==> src/logic/axis_buf_pkg.sv <==
// ======================================================================
// Shared sizes, thresholds and beat type for the AXI-Stream packet
// buffer.
// ======================================================================

package axis_buf_pkg;

    // stream payload width.
    localparam int DATA_WIDTH = 32;

    // beats held by the whole FIFO, output registers included.
    localparam int FIFO_DEPTH = 16;

    localparam int PTR_WIDTH = $clog2(FIFO_DEPTH);

    // one extra bit so a count can reach FIFO_DEPTH.
    localparam int CNT_WIDTH = PTR_WIDTH + 1;

    // almost-full is set at or above this fill count.
    localparam logic [CNT_WIDTH-1:0] A_FULL_LEVEL = CNT_WIDTH'(FIFO_DEPTH - 2);

    // almost-empty is set at or below this fill count.
    localparam logic [CNT_WIDTH-1:0] A_EMPTY_LEVEL = CNT_WIDTH'(2);

    // one stream beat, tlast on top of tdata.
    typedef struct packed {
        logic                  tlast;
        logic [DATA_WIDTH-1:0] tdata;
    } axis_beat_t;

    // a FIFO word is a whole beat.
    typedef axis_beat_t beat_word_t;

endpackage
==> src/logic/axis_pkt_buffer.sv <==
// ======================================================================
// AXI-Stream packet buffer top. FIFO wrapper followed by the packet
// gate, single clock.
// ======================================================================

`timescale 1ns/1ps

module axis_pkt_buffer
    import axis_buf_pkg::*;
(
    input  logic                 clk_i,
    input  logic                 reset_i,

    input  logic                 s_valid_i,
    input  axis_beat_t           s_beat_i,
    output logic                 s_ready_o,

    output logic                 m_valid_o,
    output axis_beat_t           m_beat_o,
    input  logic                 m_ready_i,

    output logic                 a_full_o,
    output logic                 a_empty_o,
    output logic [CNT_WIDTH-1:0] data_cnt_o
);

    logic       fifo_valid;
    axis_beat_t fifo_beat;
    logic       fifo_ready;
    logic       push_last;
    logic       fifo_full;

    axis_fifo_wrap i_axis_fifo_wrap (
        .clk_i       (clk_i),
        .reset_i     (reset_i),
        .s_valid_i   (s_valid_i),
        .s_beat_i    (s_beat_i),
        .s_ready_o   (s_ready_o),
        .fifo_valid_o(fifo_valid),
        .fifo_beat_o (fifo_beat),
        .fifo_ready_i(fifo_ready),
        .push_last_o (push_last),
        .full_o      (fifo_full),
        .a_full_o    (a_full_o),
        .a_empty_o   (a_empty_o),
        .data_cnt_o  (data_cnt_o)
    );

    axis_pkt_gate i_axis_pkt_gate (
        .clk_i      (clk_i),
        .reset_i    (reset_i),
        .push_last_i(push_last),
        .fifo_full_i(fifo_full),
        .in_valid_i (fifo_valid),
        .in_beat_i  (fifo_beat),
        .in_ready_o (fifo_ready),
        .m_valid_o  (m_valid_o),
        .m_beat_o   (m_beat_o),
        .m_ready_i  (m_ready_i)
    );

endmodule

==> src/logic/axis_pkt_gate.sv <==
// ======================================================================
// Store-and-forward gate. Lets beats out only while a complete packet
// sits in the buffer, or when the FIFO is full.
// ======================================================================

`timescale 1ns/1ps

module axis_pkt_gate
    import axis_buf_pkg::*;
(
    input  logic       clk_i,
    input  logic       reset_i,

    input  logic       push_last_i,
    input  logic       fifo_full_i,

    input  logic       in_valid_i,
    input  axis_beat_t in_beat_i,
    output logic       in_ready_o,

    output logic       m_valid_o,
    output axis_beat_t m_beat_o,
    input  logic       m_ready_i
);

    // up to FIFO_DEPTH single-beat packets can be stored at once.
    logic [CNT_WIDTH-1:0] pkt_cnt;
    logic                 pop_last;
    logic                 release_en;

    // a tlast beat leaves through the master port.
    assign pop_last = in_valid_i & in_ready_o & in_beat_i.tlast;

    always_ff @(posedge clk_i) begin
        if (reset_i) begin
            pkt_cnt <= '0;
        end else begin
            case ({push_last_i, pop_last})
                2'b10:   pkt_cnt <= pkt_cnt + 1'b1;
                2'b01:   pkt_cnt <= pkt_cnt - 1'b1;
                default: pkt_cnt <= pkt_cnt;  // none or both.
            endcase
        end
    end

    // A full FIFO opens the gate too. Otherwise a packet longer than the
    // FIFO could never complete and the buffer would lock up.
    assign release_en = (pkt_cnt != '0) | fifo_full_i;

    assign m_valid_o  = in_valid_i & release_en;
    assign in_ready_o = m_ready_i & release_en;
    assign m_beat_o   = in_beat_i;

endmodule

==> src/logic/axis_fifo_wrap.sv <==
// ======================================================================
// Stream wrapper around the sync FIFO. Turns valid/ready handshakes
// into push and pop and stores whole beats as FIFO words.
// ======================================================================

`timescale 1ns/1ps

module axis_fifo_wrap
    import axis_buf_pkg::*;
(
    input  logic                 clk_i,
    input  logic                 reset_i,

    input  logic                 s_valid_i,
    input  axis_beat_t           s_beat_i,
    output logic                 s_ready_o,

    output logic                 fifo_valid_o,
    output axis_beat_t           fifo_beat_o,
    input  logic                 fifo_ready_i,

    output logic                 push_last_o,
    output logic                 full_o,
    output logic                 a_full_o,
    output logic                 a_empty_o,
    output logic [CNT_WIDTH-1:0] data_cnt_o
);

    beat_word_t wr_word;
    beat_word_t rd_word;
    logic       push;
    logic       pop;
    logic       empty;
    logic       full;

    assign wr_word = s_beat_i;  // tlast travels with tdata.

    assign s_ready_o    = ~full;
    assign fifo_valid_o = ~empty;
    assign fifo_beat_o  = rd_word;

    assign push = s_valid_i & ~full;
    assign pop  = fifo_valid_o & fifo_ready_i;

    // end of a packet went into the FIFO this cycle.
    assign push_last_o = push & s_beat_i.tlast;
    assign full_o      = full;

    sync_fifo i_sync_fifo (
        .clk_i     (clk_i),
        .reset_i   (reset_i),
        .data_i    (wr_word),
        .push_i    (push),
        .pop_i     (pop),
        .data_o    (rd_word),
        .empty_o   (empty),
        .full_o    (full),
        .a_empty_o (a_empty_o),
        .a_full_o  (a_full_o),
        .data_cnt_o(data_cnt_o)
    );

endmodule

==> src/logic/sync_fifo.sv <==
// ======================================================================
// Synchronous first-word-fall-through FIFO. RAM read stage plus an
// output prefetch register, with full, empty, almost flags and count.
// ======================================================================

`timescale 1ns/1ps

module sync_fifo
    import axis_buf_pkg::*;
(
    input  logic                 clk_i,
    input  logic                 reset_i,

    input  beat_word_t           data_i,
    input  logic                 push_i,
    input  logic                 pop_i,

    output beat_word_t           data_o,
    output logic                 empty_o,
    output logic                 full_o,
    output logic                 a_empty_o,
    output logic                 a_full_o,
    output logic [CNT_WIDTH-1:0] data_cnt_o
);

    logic [PTR_WIDTH:0]   wr_ptr;  // top bit is the wrap bit.
    logic [PTR_WIDTH:0]   rd_ptr;
    logic [CNT_WIDTH-1:0] word_cnt;

    logic       push_ok;
    logic       pop_ok;
    logic       ram_empty;
    logic       ram_rd;
    logic       mid_valid;  // ram read register holds a word.
    logic       out_valid;
    logic       load_out;
    beat_word_t ram_rd_data;
    beat_word_t out_word;

    assign push_ok   = push_i & ~full_o;
    assign pop_ok    = pop_i & out_valid;
    assign ram_empty = (wr_ptr == rd_ptr);

    // the output register takes the read word when it is free or leaving.
    assign load_out = mid_valid & (~out_valid | pop_ok);

    // read ahead whenever the read register is free or being emptied.
    assign ram_rd = ~ram_empty & (~mid_valid | load_out);

    fifo_ram i_fifo_ram (
        .clk_i    (clk_i),
        .wr_en_i  (push_ok),
        .wr_addr_i(wr_ptr[PTR_WIDTH-1:0]),
        .wr_data_i(data_i),
        .rd_en_i  (ram_rd),
        .rd_addr_i(rd_ptr[PTR_WIDTH-1:0]),
        .rd_data_o(ram_rd_data)
    );

    always_ff @(posedge clk_i) begin
        if (reset_i) begin
            wr_ptr <= '0;
            rd_ptr <= '0;
        end else begin
            if (push_ok) begin
                wr_ptr <= wr_ptr + 1'b1;
            end
            if (ram_rd) begin
                rd_ptr <= rd_ptr + 1'b1;
            end
        end
    end

    always_ff @(posedge clk_i) begin
        if (reset_i) begin
            mid_valid <= 1'b0;
            out_valid <= 1'b0;
        end else begin
            if (ram_rd) begin
                mid_valid <= 1'b1;
            end else if (load_out) begin
                mid_valid <= 1'b0;
            end

            if (load_out) begin
                out_valid <= 1'b1;
            end else if (pop_ok) begin
                out_valid <= 1'b0;
            end
        end
    end

    always_ff @(posedge clk_i) begin
        if (load_out) begin
            out_word <= ram_rd_data;
        end
    end

    // Counts every stored word, the two read-side registers included.
    always_ff @(posedge clk_i) begin
        if (reset_i) begin
            word_cnt <= '0;
        end else begin
            case ({push_ok, pop_ok})
                2'b10:   word_cnt <= word_cnt + 1'b1;
                2'b01:   word_cnt <= word_cnt - 1'b1;
                default: word_cnt <= word_cnt;
            endcase
        end
    end

    assign data_o     = out_word;
    assign empty_o    = ~out_valid;
    assign full_o     = (word_cnt == CNT_WIDTH'(FIFO_DEPTH));
    assign a_full_o   = (word_cnt >= A_FULL_LEVEL);
    assign a_empty_o  = (word_cnt <= A_EMPTY_LEVEL);
    assign data_cnt_o = word_cnt;

endmodule

==> src/logic/fifo_ram.sv <==
// ======================================================================
// Simple dual-port memory for the packet buffer FIFO. One write port,
// one read port with a registered output.
// ======================================================================

`timescale 1ns/1ps

module fifo_ram
    import axis_buf_pkg::*;
(
    input  logic                 clk_i,

    input  logic                 wr_en_i,
    input  logic [PTR_WIDTH-1:0] wr_addr_i,
    input  beat_word_t           wr_data_i,

    input  logic                 rd_en_i,
    input  logic [PTR_WIDTH-1:0] rd_addr_i,
    output beat_word_t           rd_data_o
);

    beat_word_t mem [FIFO_DEPTH];

    // write port.
    always_ff @(posedge clk_i) begin
        if (wr_en_i) begin
            mem[wr_addr_i] <= wr_data_i;
        end
    end

    // the read register only moves on rd_en_i, so a word that has been
    // read but not yet taken stays put.
    always_ff @(posedge clk_i) begin
        if (rd_en_i) begin
            rd_data_o <= mem[rd_addr_i];
        end
    end

endmodule

==> config.mk <==
export PLATFORM = sky130hd
export DESIGN_NAME = axis_pkt_buffer
export DESIGN_NICKNAME = d
export VERILOG_FILES = /design/src/logic/axis_buf_pkg.sv /design/src/logic/axis_pkt_buffer.sv /design/src/logic/axis_pkt_gate.sv /design/src/logic/axis_fifo_wrap.sv /design/src/logic/sync_fifo.sv /design/src/logic/fifo_ram.sv
export SDC_FILE = /design/constraint.sdc
export NUM_CORES = 1
export LEC_CHECK = 0
export BUFFER_PORTS_ARGS = -buffer_cell sky130_fd_sc_hd__buf_2
export CAP_MARGIN = 30
export CORE_MARGIN = 2
export CORE_UTILIZATION = 35
export DETAILED_ROUTE_END_ITERATION = 10
export GPL_ROUTABILITY_DRIVEN = 1
export SYNTH_ARGS = -nofsm -noshare
export SYNTH_HDL_FRONTEND = slang
export SYNTH_HIERARCHICAL = 1
export SYNTH_SLANG_ARGS = --single-unit
==> constraint.sdc <==
create_clock -name clk_i -period 5 [get_ports clk_i]
set_input_delay 0.5 -clock clk_i [delete_from_list [all_inputs] [get_ports clk_i]]
set_output_delay 0.5 -clock clk_i [all_outputs]
set_load 0.02 [all_outputs]
# Word-level counts from Yosys, hierarchy flattened

Memory sizes are Yosys's and may differ from the RTL's. A register that Yosys moved wholly into a read port is not among the register bits.
Cells that the tools add are included.

Add/subtract/negate cells: 6
$mul: 0
Div/mod/pow operators: 0
$lt $le $gt $ge: 2
Equal/unequal tests: 6
Shift operators: 0
Muxes and demuxes: 8
Bitwise operators: 17
Reduce and logical (&&, ||, !) cells: 5

Operator list:

| cell                | count |
|---|---|
| $add 5x1->5 const B | 4 |
| $pmux 5 s2          | 2 |
| $and 1x1->1         | 10 |
| $sub 5x1->5 const B | 2 |
| $reduce_bool 2->1   | 4 |
| $mux 1              | 6 |
| $eq 5x5->1          | 1 |
| $eq 5x5->1 const B  | 1 |
| $ge 5x4->1 const B  | 1 |
| $le 5x2->1 const B  | 1 |
| $reduce_bool 5->1   | 1 |
| $eq 2x1->1 const B  | 2 |
| $eq 2x2->1 const B  | 2 |
| $not 1->1           | 4 |
| $or 1x1->1          | 3 |

Bits in registers: 55
Latch bits: 0
Bits in writable memories: 528
Memory bits (read-only): 0
Word-level logic and storage cells: 53
Memories: 1

Memory list:

| memory                                      | depth | width | rd ports | clocked after memory_dff | write ports | RTL line       | RTL |
|---|---|---|---|---|---|---|---|
| i_axis_fifo_wrap.i_sync_fifo.i_fifo_ram.mem | 16    | 33    | 1        | 1                        | 1           | fifo_ram.sv:22 | `beat_word_t mem [FIFO_DEPTH];` |

# Longest topological paths before layout

Gate-level depths: netlist of the first run.

Word-level depth: 10
Gate-level depth with buffers: 14
Depth with buffers taken out: 14

# By module

The synthesis of the first run kept the hierarchy.

Modules (own cells, without submodules):

| module         | times used | cells an instance | area an instance (um^2) | seq. area each (um^2) |
|---|---|---|---|---|
| fifo_ram       | 1          | 864               | 20961.4                 | 16846.2 |
| sync_fifo      | 1          | 142               | 1981.9                  | 1331.3 |
| axis_pkt_gate  | 1          | 79                | 628.1                   | 100.1 |
| axis_fifo_wrap | 1          | 5                 | 28.8                    | 0.0 |

# Worst setup path before layout of the first run

OpenSTA, ideal clock, no wires.

Path kind: register to register
Start point: register i_axis_fifo_wrap.i_sync_fifo.word_cnt[0], in the netlist i_axis_fifo_wrap/i_sync_fifo/data_cnt_o[0]
End point: register i_axis_fifo_wrap.i_sync_fifo.out_word, in the netlist i_axis_fifo_wrap/i_sync_fifo/data_o[0], enable pin
Arrival time: 4.073 ns
Required time: 4.526 ns
Setup slack: 0.453 ns
Stages on the path, launching flop included: 9
Path buffers: 0
Cells stage by stage: dfxtp_1 > or4b_4 > nor2_1 > nor4_1 > nand2_1 > and2_1 > nor2b_1 > inv_1 > a21boi_0

Word-level cells in the longest chain between the ends: 7

RTL lines:

| element                                         | RTL line              | RTL |
|---|---|---|
| start, declared                                 | sync_fifo.sv:28       | `logic [CNT_WIDTH-1:0] word_cnt;` |
| start signal, assigned                          | sync_fifo.sv:105      | `2'b10: word_cnt <= word_cnt + 1'b1;` |
| start signal, assigned                          | sync_fifo.sv:106      | `2'b01: word_cnt <= word_cnt - 1'b1;` |
| start signal, assigned                          | sync_fifo.sv:107      | `default: word_cnt <= word_cnt;` |
| $eq 5x5->1                                      | sync_fifo.sv:114      | `assign full_o = (word_cnt == CNT_WIDTH'(FIFO_DEPTH));` |
| named net fifo_full                             | axis_pkt_buffer.sv:31 | `logic fifo_full;` |
| $or 1x1->1                                      | axis_pkt_gate.sv:48   | `assign release_en = (pkt_cnt != '0) \| fifo_full_i;` |
| $and 1x1->1                                     | axis_pkt_gate.sv:51   | `assign in_ready_o = m_ready_i & release_en;` |
| named net fifo_ready                            | axis_pkt_buffer.sv:29 | `logic fifo_ready;` |
| $and 1x1->1                                     | axis_fifo_wrap.sv:43  | `assign pop = fifo_valid_o & fifo_ready_i;` |
| named net i_axis_fifo_wrap.pop                  | axis_fifo_wrap.sv:32  | `logic pop;` |
| $and 1x1->1                                     | sync_fifo.sv:41       | `assign pop_ok = pop_i & out_valid;` |
| $or 1x1->1                                      | sync_fifo.sv:45       | `assign load_out = mid_valid & (~out_valid \| pop_ok);` |
| $and 1x1->1                                     | sync_fifo.sv:45       |  |
| named net i_axis_fifo_wrap.i_sync_fifo.load_out | sync_fifo.sv:36       | `logic load_out;` |
| end signal, assigned                            | sync_fifo.sv:95       | `out_word <= ram_rd_data;` |
| end, declared                                   | sync_fifo.sv:38       | `beat_word_t out_word;` |

The timed path passes the listed nets, and every way through them passes these cells.
A chain may end at the register's enable or synchronous reset.

# Worst setup path after layout of the first run

Start point: register i_axis_fifo_wrap.i_sync_fifo.word_cnt[0], in the netlist i_axis_fifo_wrap/i_sync_fifo/data_cnt_o[0]
End point: register i_axis_fifo_wrap.i_sync_fifo.word_cnt[4], in the netlist i_axis_fifo_wrap/i_sync_fifo/data_cnt_o[4]

Word-level cells in the longest chain between the ends: 7

RTL lines:

| element                                                | RTL line              | RTL |
|---|---|---|
| $eq 5x5->1 *                                           | sync_fifo.sv:114      |  |
| named net fifo_full                                    | axis_pkt_buffer.sv:31 |  |
| $or 1x1->1 *                                           | axis_pkt_gate.sv:48   |  |
| $and 1x1->1 *                                          | axis_pkt_gate.sv:51   |  |
| named net fifo_ready                                   | axis_pkt_buffer.sv:29 |  |
| $and 1x1->1 *                                          | axis_fifo_wrap.sv:43  |  |
| named net i_axis_fifo_wrap.pop                         | axis_fifo_wrap.sv:32  |  |
| $and 1x1->1 *                                          | sync_fifo.sv:41       |  |
| $eq 2x1->1 / $eq 2x2->1 (equally long branches)        | sync_fifo.sv:104      | `case ({push_ok, pop_ok})` |
| $pmux 5 s2 / $reduce_bool 2->1 (equally long branches) | -                     |  |

Mark *: on every way through the listed nets, which the timed path passes. The rest lies on a longest branch.

==> results of run 1 <==
## kinds of logic (layout without fill, tap and decap cells)
kind of cell | after synthesis | in the layout | share of synthesized area
flops | 616 | 616 | 0.774
mux | 142 | 142 | 0.133
simple gates | 122 | 122 | 0.0251
buf+inv | 94 | 236 | 0.0267
compound gates | 93 | 93 | 0.0292
fa+ha+maj | 12 | 12 | 0.00700
xor+xnor | 11 | 11 | 0.00408
other cells | 0 | 1 | 0
## worst max path at each step
stage	slack (ns)	cells after the start	end	startpoint
3_3_place_gp	1.56	14	i_axis_fifo_wrap/i_sync_fifo/data_cnt_o[4]$_SDFFE_PP0P_	i_axis_fifo_wrap/i_sync_fifo/data_cnt_o[0]$_SDFFE_PP0P_
6_report	1.54	14	i_axis_fifo_wrap/i_sync_fifo/data_cnt_o[4]$_SDFFE_PP0P_	i_axis_fifo_wrap/i_sync_fifo/data_cnt_o[0]$_SDFFE_PP0P_
2_1_floorplan	0.45	8	i_axis_fifo_wrap/i_sync_fifo/data_o[0]$_DFFE_PP_	i_axis_fifo_wrap/i_sync_fifo/data_cnt_o[0]$_SDFFE_PP0P_
4_1_cts	1.54	14	i_axis_fifo_wrap/i_sync_fifo/data_cnt_o[4]$_SDFFE_PP0P_	i_axis_fifo_wrap/i_sync_fifo/data_cnt_o[0]$_SDFFE_PP0P_
5_1_grt	1.26	14	i_axis_fifo_wrap/i_sync_fifo/data_cnt_o[4]$_SDFFE_PP0P_	i_axis_fifo_wrap/i_sync_fifo/data_cnt_o[0]$_SDFFE_PP0P_
3_5_place_dp	1.58	14	i_axis_fifo_wrap/i_sync_fifo/data_cnt_o[4]$_SDFFE_PP0P_	i_axis_fifo_wrap/i_sync_fifo/data_cnt_o[0]$_SDFFE_PP0P_
## state kept, by name, summed over array words and instances, names as in the netlist
name,count
i_axis_fifo_wrap/i_sync_fifo/wr_ptr,5
i_axis_fifo_wrap/i_sync_fifo/data_cnt_o,5
i_axis_fifo_wrap/i_sync_fifo/out_valid,1
i_axis_fifo_wrap/i_sync_fifo/i_fifo_ram/rd_data_o,33
i_axis_fifo_wrap/i_sync_fifo/rd_ptr,5
i_axis_fifo_wrap/i_sync_fifo/data_o,33
i_axis_fifo_wrap/i_sync_fifo/i_fifo_ram/mem,528
i_axis_fifo_wrap/i_sync_fifo/mid_valid,1
i_axis_pkt_gate/pkt_cnt,5
## worst max-delay path, stage by stage, from the launching register on
cell and delay, ns:
dfxtp_1 0.38, or4b_4 0.60, nor2_1 0.21, nor4_1 0.07, nand2_1 0.07, and2_1 0.12
nor2b_1 0.16, inv_1 0.11, nor2_1 0.11, ha_1 0.30, ha_1 0.32, a21o_1 0.19
a21oi_1 0.17, mux2i_1 0.21, mux2_2 0.34
## power by group through the flow
stage / sequential (mW) / combinational (mW) / clock (mW)
4_1_cts: 6.42 / 2.44 / 4.62
2_1_floorplan: 6.35 / 1.99 / 0
6_report: 6.32 / 2.45 / 4.50
5_1_grt: 6.36 / 2.67 / 4.81
3_3_place_gp: 6.51 / 2.40 / 0
3_5_place_dp: 6.52 / 2.43 / 0
## through the flow
stage	setup slack, ns	utilization
5_1_grt	1.26	0.404
6_report	1.54	0.404
2_1_floorplan	0.453	-
4_1_cts	1.54	0.403
3_5_place_dp	1.58	0.373
3_3_place_gp	1.56	0.372
## layout make-up
class	instances	area [um^2]
inverter	12	45.0
fill	5827	39900
antenna	1	2.50
tap	873	1090
timing repair buffer	113	776
clock buffer	64	1540
multi-input combinational	380	4840
clock inverter	47	440
sequential	616	18300
## placed cells by master (no fill, tap or decap), types with 3 or more instances in the layout
cell type	netlist	routed
buf_12	6	5
clkinv_1	0	22
buf_4	34	27
a21oi_1	12	12
clkbuf_1	23	3
clkbuf_16	0	61
nor3_2	1	5
nor2b_1	11	9
xor2_1	9	9
nor2_1	38	25
mux2_2	4	4
mux2i_1	5	5
nand2_1	40	40
clkinv_2	0	9
dfxtp_1	22	20
a22oi_1	66	66
clkinvlp_4	0	7
nand3b_1	3	3
ha_1	10	10
buf_16	0	3
mux4_1	19	19
edfxtp_1	594	594
inv_1	12	12
mux4_2	113	113
nor2_4	0	13
nand4_1	3	3
bufinv_16	0	8
o31ai_1	3	3
buf_2	12	78
## per-layer routing
metal  wire length [um]  track usage
met1              20800        0.187
met4                979       0.0402
met5                  9            0
met2              24700        0.241
met3               2590       0.0248
==> metrics.json, run 1 <==
{
  "power.switching_fraction": 0.256,
  "core_region_area_um2": 66900,
  "final_nets": 1231,
  "die_height_um": 264,
  "timing.final.max_slew_violations": 0,
  "timing.hold.worst_path_depth": 1,
  "clock_group_share_of_total_power": 0.339,
  "power.share.sequential": 0.476,
  "critical_path_arrival_ns": 3.97,
  "syn_inst": 1090,
  "post-synth-top-count-cell": "edfxtp_1",
  "internal_power_mw": 9.88,
  "hold-path-endpoint": "i_axis_fifo_wrap/i_sync_fifo/i_fifo_ram/mem[9][8]$_DFFE_PP_",
  "grt_max_degree": 86,
  "aggregate_global_routing_overflow": 0,
  "stdcell_count": 2106,
  "yosys-top-cells-area": "edfxtp_1, mux4_2, mux4_1",
  "power.combinational.fraction": 0.185,
  "holdCritPathClass": "primary input to flop",
  "layout-area-overhead-vs-synth_pct": 14.5,
  "drt_first_iter_violations": 925,
  "avgSynthCellArea_um2": 21.7,
  "cts_resized": 0,
  "vias": 10600,
  "grt.total_usage": 0.141,
  "critPathMaxFanout": 6,
  "synth_enable_flop_cells": 594,
  "ctsHoldBuffers": 0,
  "cts_tree": "done",
  "gp_congestion": 0.710,
  "detail_route.wirelength_um": 49100,
  "route.detailed.wl_per_inst_um": 23.3,
  "worst-r2r-cell-count": 14,
  "dominantRegCellSynth": "edfxtp_1",
  "tightest_slew_ns": 0.990,
  "die_width_um": 264,
  "rrSetupSlack_ns": 1.54,
  "detail_route.first_pass.iterations": 7,
  "timing.rr.start": "i_axis_fifo_wrap/i_sync_fifo/data_cnt_o[0]$_SDFFE_PP0P_",
  "net-switching-power_mw": 3.40,
  "hp-start": "s_beat_i[8]",
  "final_min_period_over_clock_period": 0.692,
  "grt_pass1_wl_um": 73100,
  "drt_drc_violations_left": 0,
  "final_area_um2": 27000,
  "asyncSetResetFlopFracSynth": 0,
  "cts_max_path_buffers": 3,
  "clk_pin_slew_worst_paths_ns": 0.07,
  "rr_endpoint": "i_axis_fifo_wrap/i_sync_fifo/data_cnt_o[4]$_SDFFE_PP0P_",
  "ioPinCount": 79,
  "rsz0062_at_grt": "no",
  "ir_worst_vdd_mv": 0.276,
  "worst_hold_slack_ns": 0.261,
  "synth.ff_latch_count": 616,
  "cts.htree.levels": 2,
  "synth_top_cell_by_area": "edfxtp_1",
  "maxcap_violations": 0,
  "cts.sinks": 616,
  "setup_viol_count_final": 0,
  "post_detail_place_hpwl_um": 27800,
  "setup-tns-final_ns": 0,
  "max_freq_mhz": 289,
  "crit_required_ns": 5.51,
  "skew_ns": 0.0356,
  "floorplan.die_area_um2": 69500,
  "power_mw": 13.3,
  "period_needed_ns": 3.46,
  "first_global_vias": 11200,
  "power.density_cell_area_nw_per_um2": 491,
  "placement_rows": 95,
  "layout-drive-gt1-share": 0.282,
  "yosys_warnings": 6,
  "timing.critical_path.from_type": "flop",
  "place.detailed.instances": 1991,
  "synth_sequential_area_ratio": 0.774,
  "via_per_inst": 5.05,
  "post_synth_instance_area_um2": 23600,
  "p_leak_nw": 8.64,
  "endpoint_kind_of_the_worst_setup_timing_path": "flop",
  "post_cts_buffers": 0,
  "insertion_delay_ns": 0.62,
  "synth_top_cells_by_count": "edfxtp_1, mux4_2, a22oi_1, nand2_1, nor2_1",
  "synth_cell_types": 54,
  "synth_top_area_share": 0.756,
  "numCtsBuffers": 59,
  "final-hold-violation-count": 0,
  "post_dp_cell_area_um2": 25000,
  "timing.setup.critical_path_class": "flop to flop",
  "slew_headroom": 0.338,
  "postSynthNetCount": 1139,
  "drtAntennaViolNets": 0,
  "status": "completed",
  "clock-root-buffer": "clkbuf_16",
  "place.port_buffers": 78,
  "floorplan.initialDensity": 0.353,
  "antenna_violations_before_repair": 2
}
(Power assumes the default switching activity.)
==> run 2: changes to the inputs <==
- clock period: 5 -> 3.4 ns (I/O delays scaled with it)
==> run 2 against run 1 <==
- first-iteration DRC count down 3.6%
- sequential cell count unchanged
- die area unchanged
- clock power up 52%
- clock skew down 0.018 ns
- register-to-register slack worse by 1.3 ns
- highest routed layer unchanged
- sequential share of layout area down 0.65 points
- utilization up 0.39 points
- wire length down 2.2%
- design area up 0.96%
- power up 49%
- fmax up 8.4%
==> metrics.json, run 2 (synthesis gave the netlist of run 1 again) <==
{
  "via_per_inst": 5.03,
  "clock-root-buffer": "clkbuf_16",
  "drt_first_iter_violations": 892,
  "rrSetupSlack_ns": 0.21,
  "crit_required_ns": 3.90,
  "busiest_layer": "met2",
  "core_region_area_um2": 66900,
  "layout-drive-gt1-share": 0.297,
  "timing.final.max_slew_violations": 0,
  "multi_input_comb_area_um2": 4880,
  "most-common-layout-cells": "edfxtp_1, mux4_2, buf_2, a22oi_1, clkbuf_16",
  "antenna_diode_instance_count": 0,
  "period_needed_ns": 3.19,
  "first_global_vias": 11400,
  "timing.critical_path.from_type": "flop",
  "power.share.sequential": 0.472,
  "slew_headroom": 0.364,
  "top_register": "i_axis_fifo_wrap/i_sync_fifo/i_fifo_ram/mem",
  "power.switching_fraction": 0.253,
  "sequential_cell_area_um2": 18300,
  "final_area_um2": 27300,
  "setup_viol_count_final": 0,
  "pre_cts_ws_ns": 0.128,
  "maxcap_violations": 0,
  "cts_tree": "done",
  "die_height_um": 264,
  "ioPinCount": 79,
  "timing.rr.start": "i_axis_fifo_wrap/i_sync_fifo/data_cnt_o[0]$_SDFFE_PP0P_",
  "endpoint_kind_of_the_worst_setup_timing_path": "flop",
  "tightest_slew_ns": 0.951,
  "cts.htree.levels": 2,
  "rsz0062_at_grt": "no",
  "drtAntennaViolNets": 0,
  "placement_rows": 95,
  "hp-start": "s_beat_i[31]",
  "clk_pin_slew_worst_paths_ns": 0.06,
  "power.combinational.fraction": 0.182,
  "use_met2": 0.231,
  "net-switching-power_mw": 5.02,
  "postLayoutSetupSlackWorst_ns": 0.210,
  "timing.hold.worst_path_depth": 1,
  "rr_endpoint": "i_axis_fifo_wrap/i_sync_fifo/data_cnt_o[4]$_SDFFE_PP0P_",
  "post_detail_place_hpwl_um": 27400,
  "timing.critical_path.slowest_cell_delay_ns": 0.57,
  "p_leak_nw": 8.78,
  "timing.setup.critical_path_class": "flop to flop",
  "final_nets": 1250,
  "power.density_cell_area_nw_per_um2": 727,
  "post_dp_cell_area_um2": 25200,
  "grt_max_degree": 60,
  "max_freq_mhz": 314,
  "place.detailed.instances": 2010,
  "critPathMaxFanout": 6,
  "final_min_period_over_clock_period": 0.938,
  "grt.total_usage": 0.138,
  "route.detailed.wl_per_inst_um": 22.6,
  "status": "completed",
  "critical_path_arrival_ns": 3.68,
  "cts_max_path_buffers": 3,
  "floorplan.die_area_um2": 69500,
  "detail_route.wirelength_um": 48000,
  "setup.worst_path.start": "i_axis_fifo_wrap/i_sync_fifo/data_cnt_o[0]$_SDFFE_PP0P_",
  "max_reg_flops": 528,
  "n_fill_cell": 5769,
  "vias": 10700,
  "numCtsBuffers": 60,
  "insertion_delay_ns": 0.62,
  "holdCritPathClass": "primary input to flop",
  "mostFrequentLayoutCell": "edfxtp_1",
  "grtUsageMet1": 0.183,
  "final-hold-violation-count": 0,
  "antenna_violations_before_repair": 2,
  "internal_power_mw": 14.8,
  "crit_slowest_cell": "or4b_4",
  "met3_usage": 0.0293,
  "floorplan.initialDensity": 0.353,
  "worst-r2r-cell-count": 14,
  "drt_drc_violations_left": 0,
  "ir_worst_vdd_mv": 0.480,
  "gp_congestion": 0.717,
  "cells_traversed_along_the_worst_timing_path": "or4b_4 > nor2_2 > nor4_1 > nand2_1 > and2_1 > nor2b_1 > inv_1 > nor2_1 > ha_2 > ha_1 > a21o_1 > a21oi_2 > mux2i_1 > mux2_2",
  "cts.sinks": 616,
  "stdcell_count": 2124,
  "clock_group_share_of_total_power": 0.346,
  "grt_pass1_wl_um": 72100,
  "aggregate_global_routing_overflow": 0,
  "layout-area-overhead-vs-synth_pct": 15.6,
  "hold-path-endpoint": "i_axis_fifo_wrap/i_sync_fifo/i_fifo_ram/mem[9][31]$_DFFE_PP_",
  "die_width_um": 264,
  "detail_route.first_pass.iterations": 5,
  "place.port_buffers": 78,
  "power_mw": 19.8,
  "skew_ns": 0.0180
}
==> run 2: changes by cell type in the layout (fill, tap and decap cells not counted), moves of 3 or more <==
| cell | previous run | this run |
|---|---|---|
| buf_12 | 5 | 12 |
| buf_16 | 3 | 0 |
| buf_4 | 27 | 41 |
| clkbuf_1 | 3 | 14 |
| clkinv_1 | 22 | 9 |
| clkinv_2 | 9 | 13 |
| clkinvlp_4 | 7 | 1 |
| nor3_2 | 5 | 1 |
| nor3_4 | 0 | 4 |
==> run 2: how the worst max path moves through the flow <==
stage | slack [ns] | end | cells after the start
2_1_floorplan | -0.25 | i_axis_fifo_wrap/i_sync_fifo/i_fifo_ram/mem[1][0]$_DFFE_PP_ | 7
3_3_place_gp | 0.12 | i_axis_fifo_wrap/i_sync_fifo/data_cnt_o[4]$_SDFFE_PP0P_ | 14
3_5_place_dp | 0.13 | i_axis_fifo_wrap/i_sync_fifo/data_cnt_o[4]$_SDFFE_PP0P_ | 14
4_1_cts | 0.09 | i_axis_fifo_wrap/i_sync_fifo/data_cnt_o[4]$_SDFFE_PP0P_ | 14
5_1_grt | 0.03 | i_axis_fifo_wrap/i_sync_fifo/data_cnt_o[4]$_SDFFE_PP0P_ | 14
6_report | 0.21 | i_axis_fifo_wrap/i_sync_fifo/data_cnt_o[4]$_SDFFE_PP0P_ | 14
==> run 2: metal layers <==
layer / vias to the layer above / part of all wire
met3: 66 / 0.053
met2: 239 / 0.50
li1: 4727 / -
met1: 5643 / 0.43
met5: - / 0.00046
met4: 4 / 0.018
==> run 2: final cells by class <==
cell class | count | share of cell area
Clock buffer | 76 | 0.0588
Clock inverter | 36 | 0.0161
Inverter | 12 | 0.00165
Multi-Input combinational cell | 380 | 0.179
Sequential cell | 616 | 0.670
Tap cell | 873 | 0.0400
Timing Repair Buffer | 131 | 0.0344
==> run 2: timing repair <==
action | in CTS | in global routing
setup buffers | 0 | 2
hold buffers | 0 | 0
resized for setup | 0 | 3
setup endpoints to repair | 0 | 1
==> run 2: through the flow <==
stage	hold slack [ns]	utilization	TNS, ns
3_3_place_gp	0.403	0.377	0
5_1_grt	0.0848	0.408	0
3_5_place_dp	0.406	0.377	0
4_1_cts	0.0544	0.407	0
6_report	0.103	0.408	0
2_1_floorplan	0.400	-	-24.87
==> run 2: power by group through the flow <==
stage               clock, mW  combinational (mW)  sequential (mW)
CTS                      7.03                3.74             9.39
finish                   6.86                3.61             9.37
floorplan                   0                2.93             9.34
global placement            0                3.68             9.54
global route             7.30                3.94             9.43
detailed placement          0                3.73             9.54
==> run 2: worst max-delay path, delay by kind of cell, from the launching register on <==
family,cells,cell delay (ns)
buffers and inverters,1,0.11
multiplexers,2,0.56
AND/OR/NAND/NOR,7,1.22
AO/OA/AOI/OAI,2,0.35
adder cells (fa/ha/maj),2,0.53
flip-flops,1,0.31
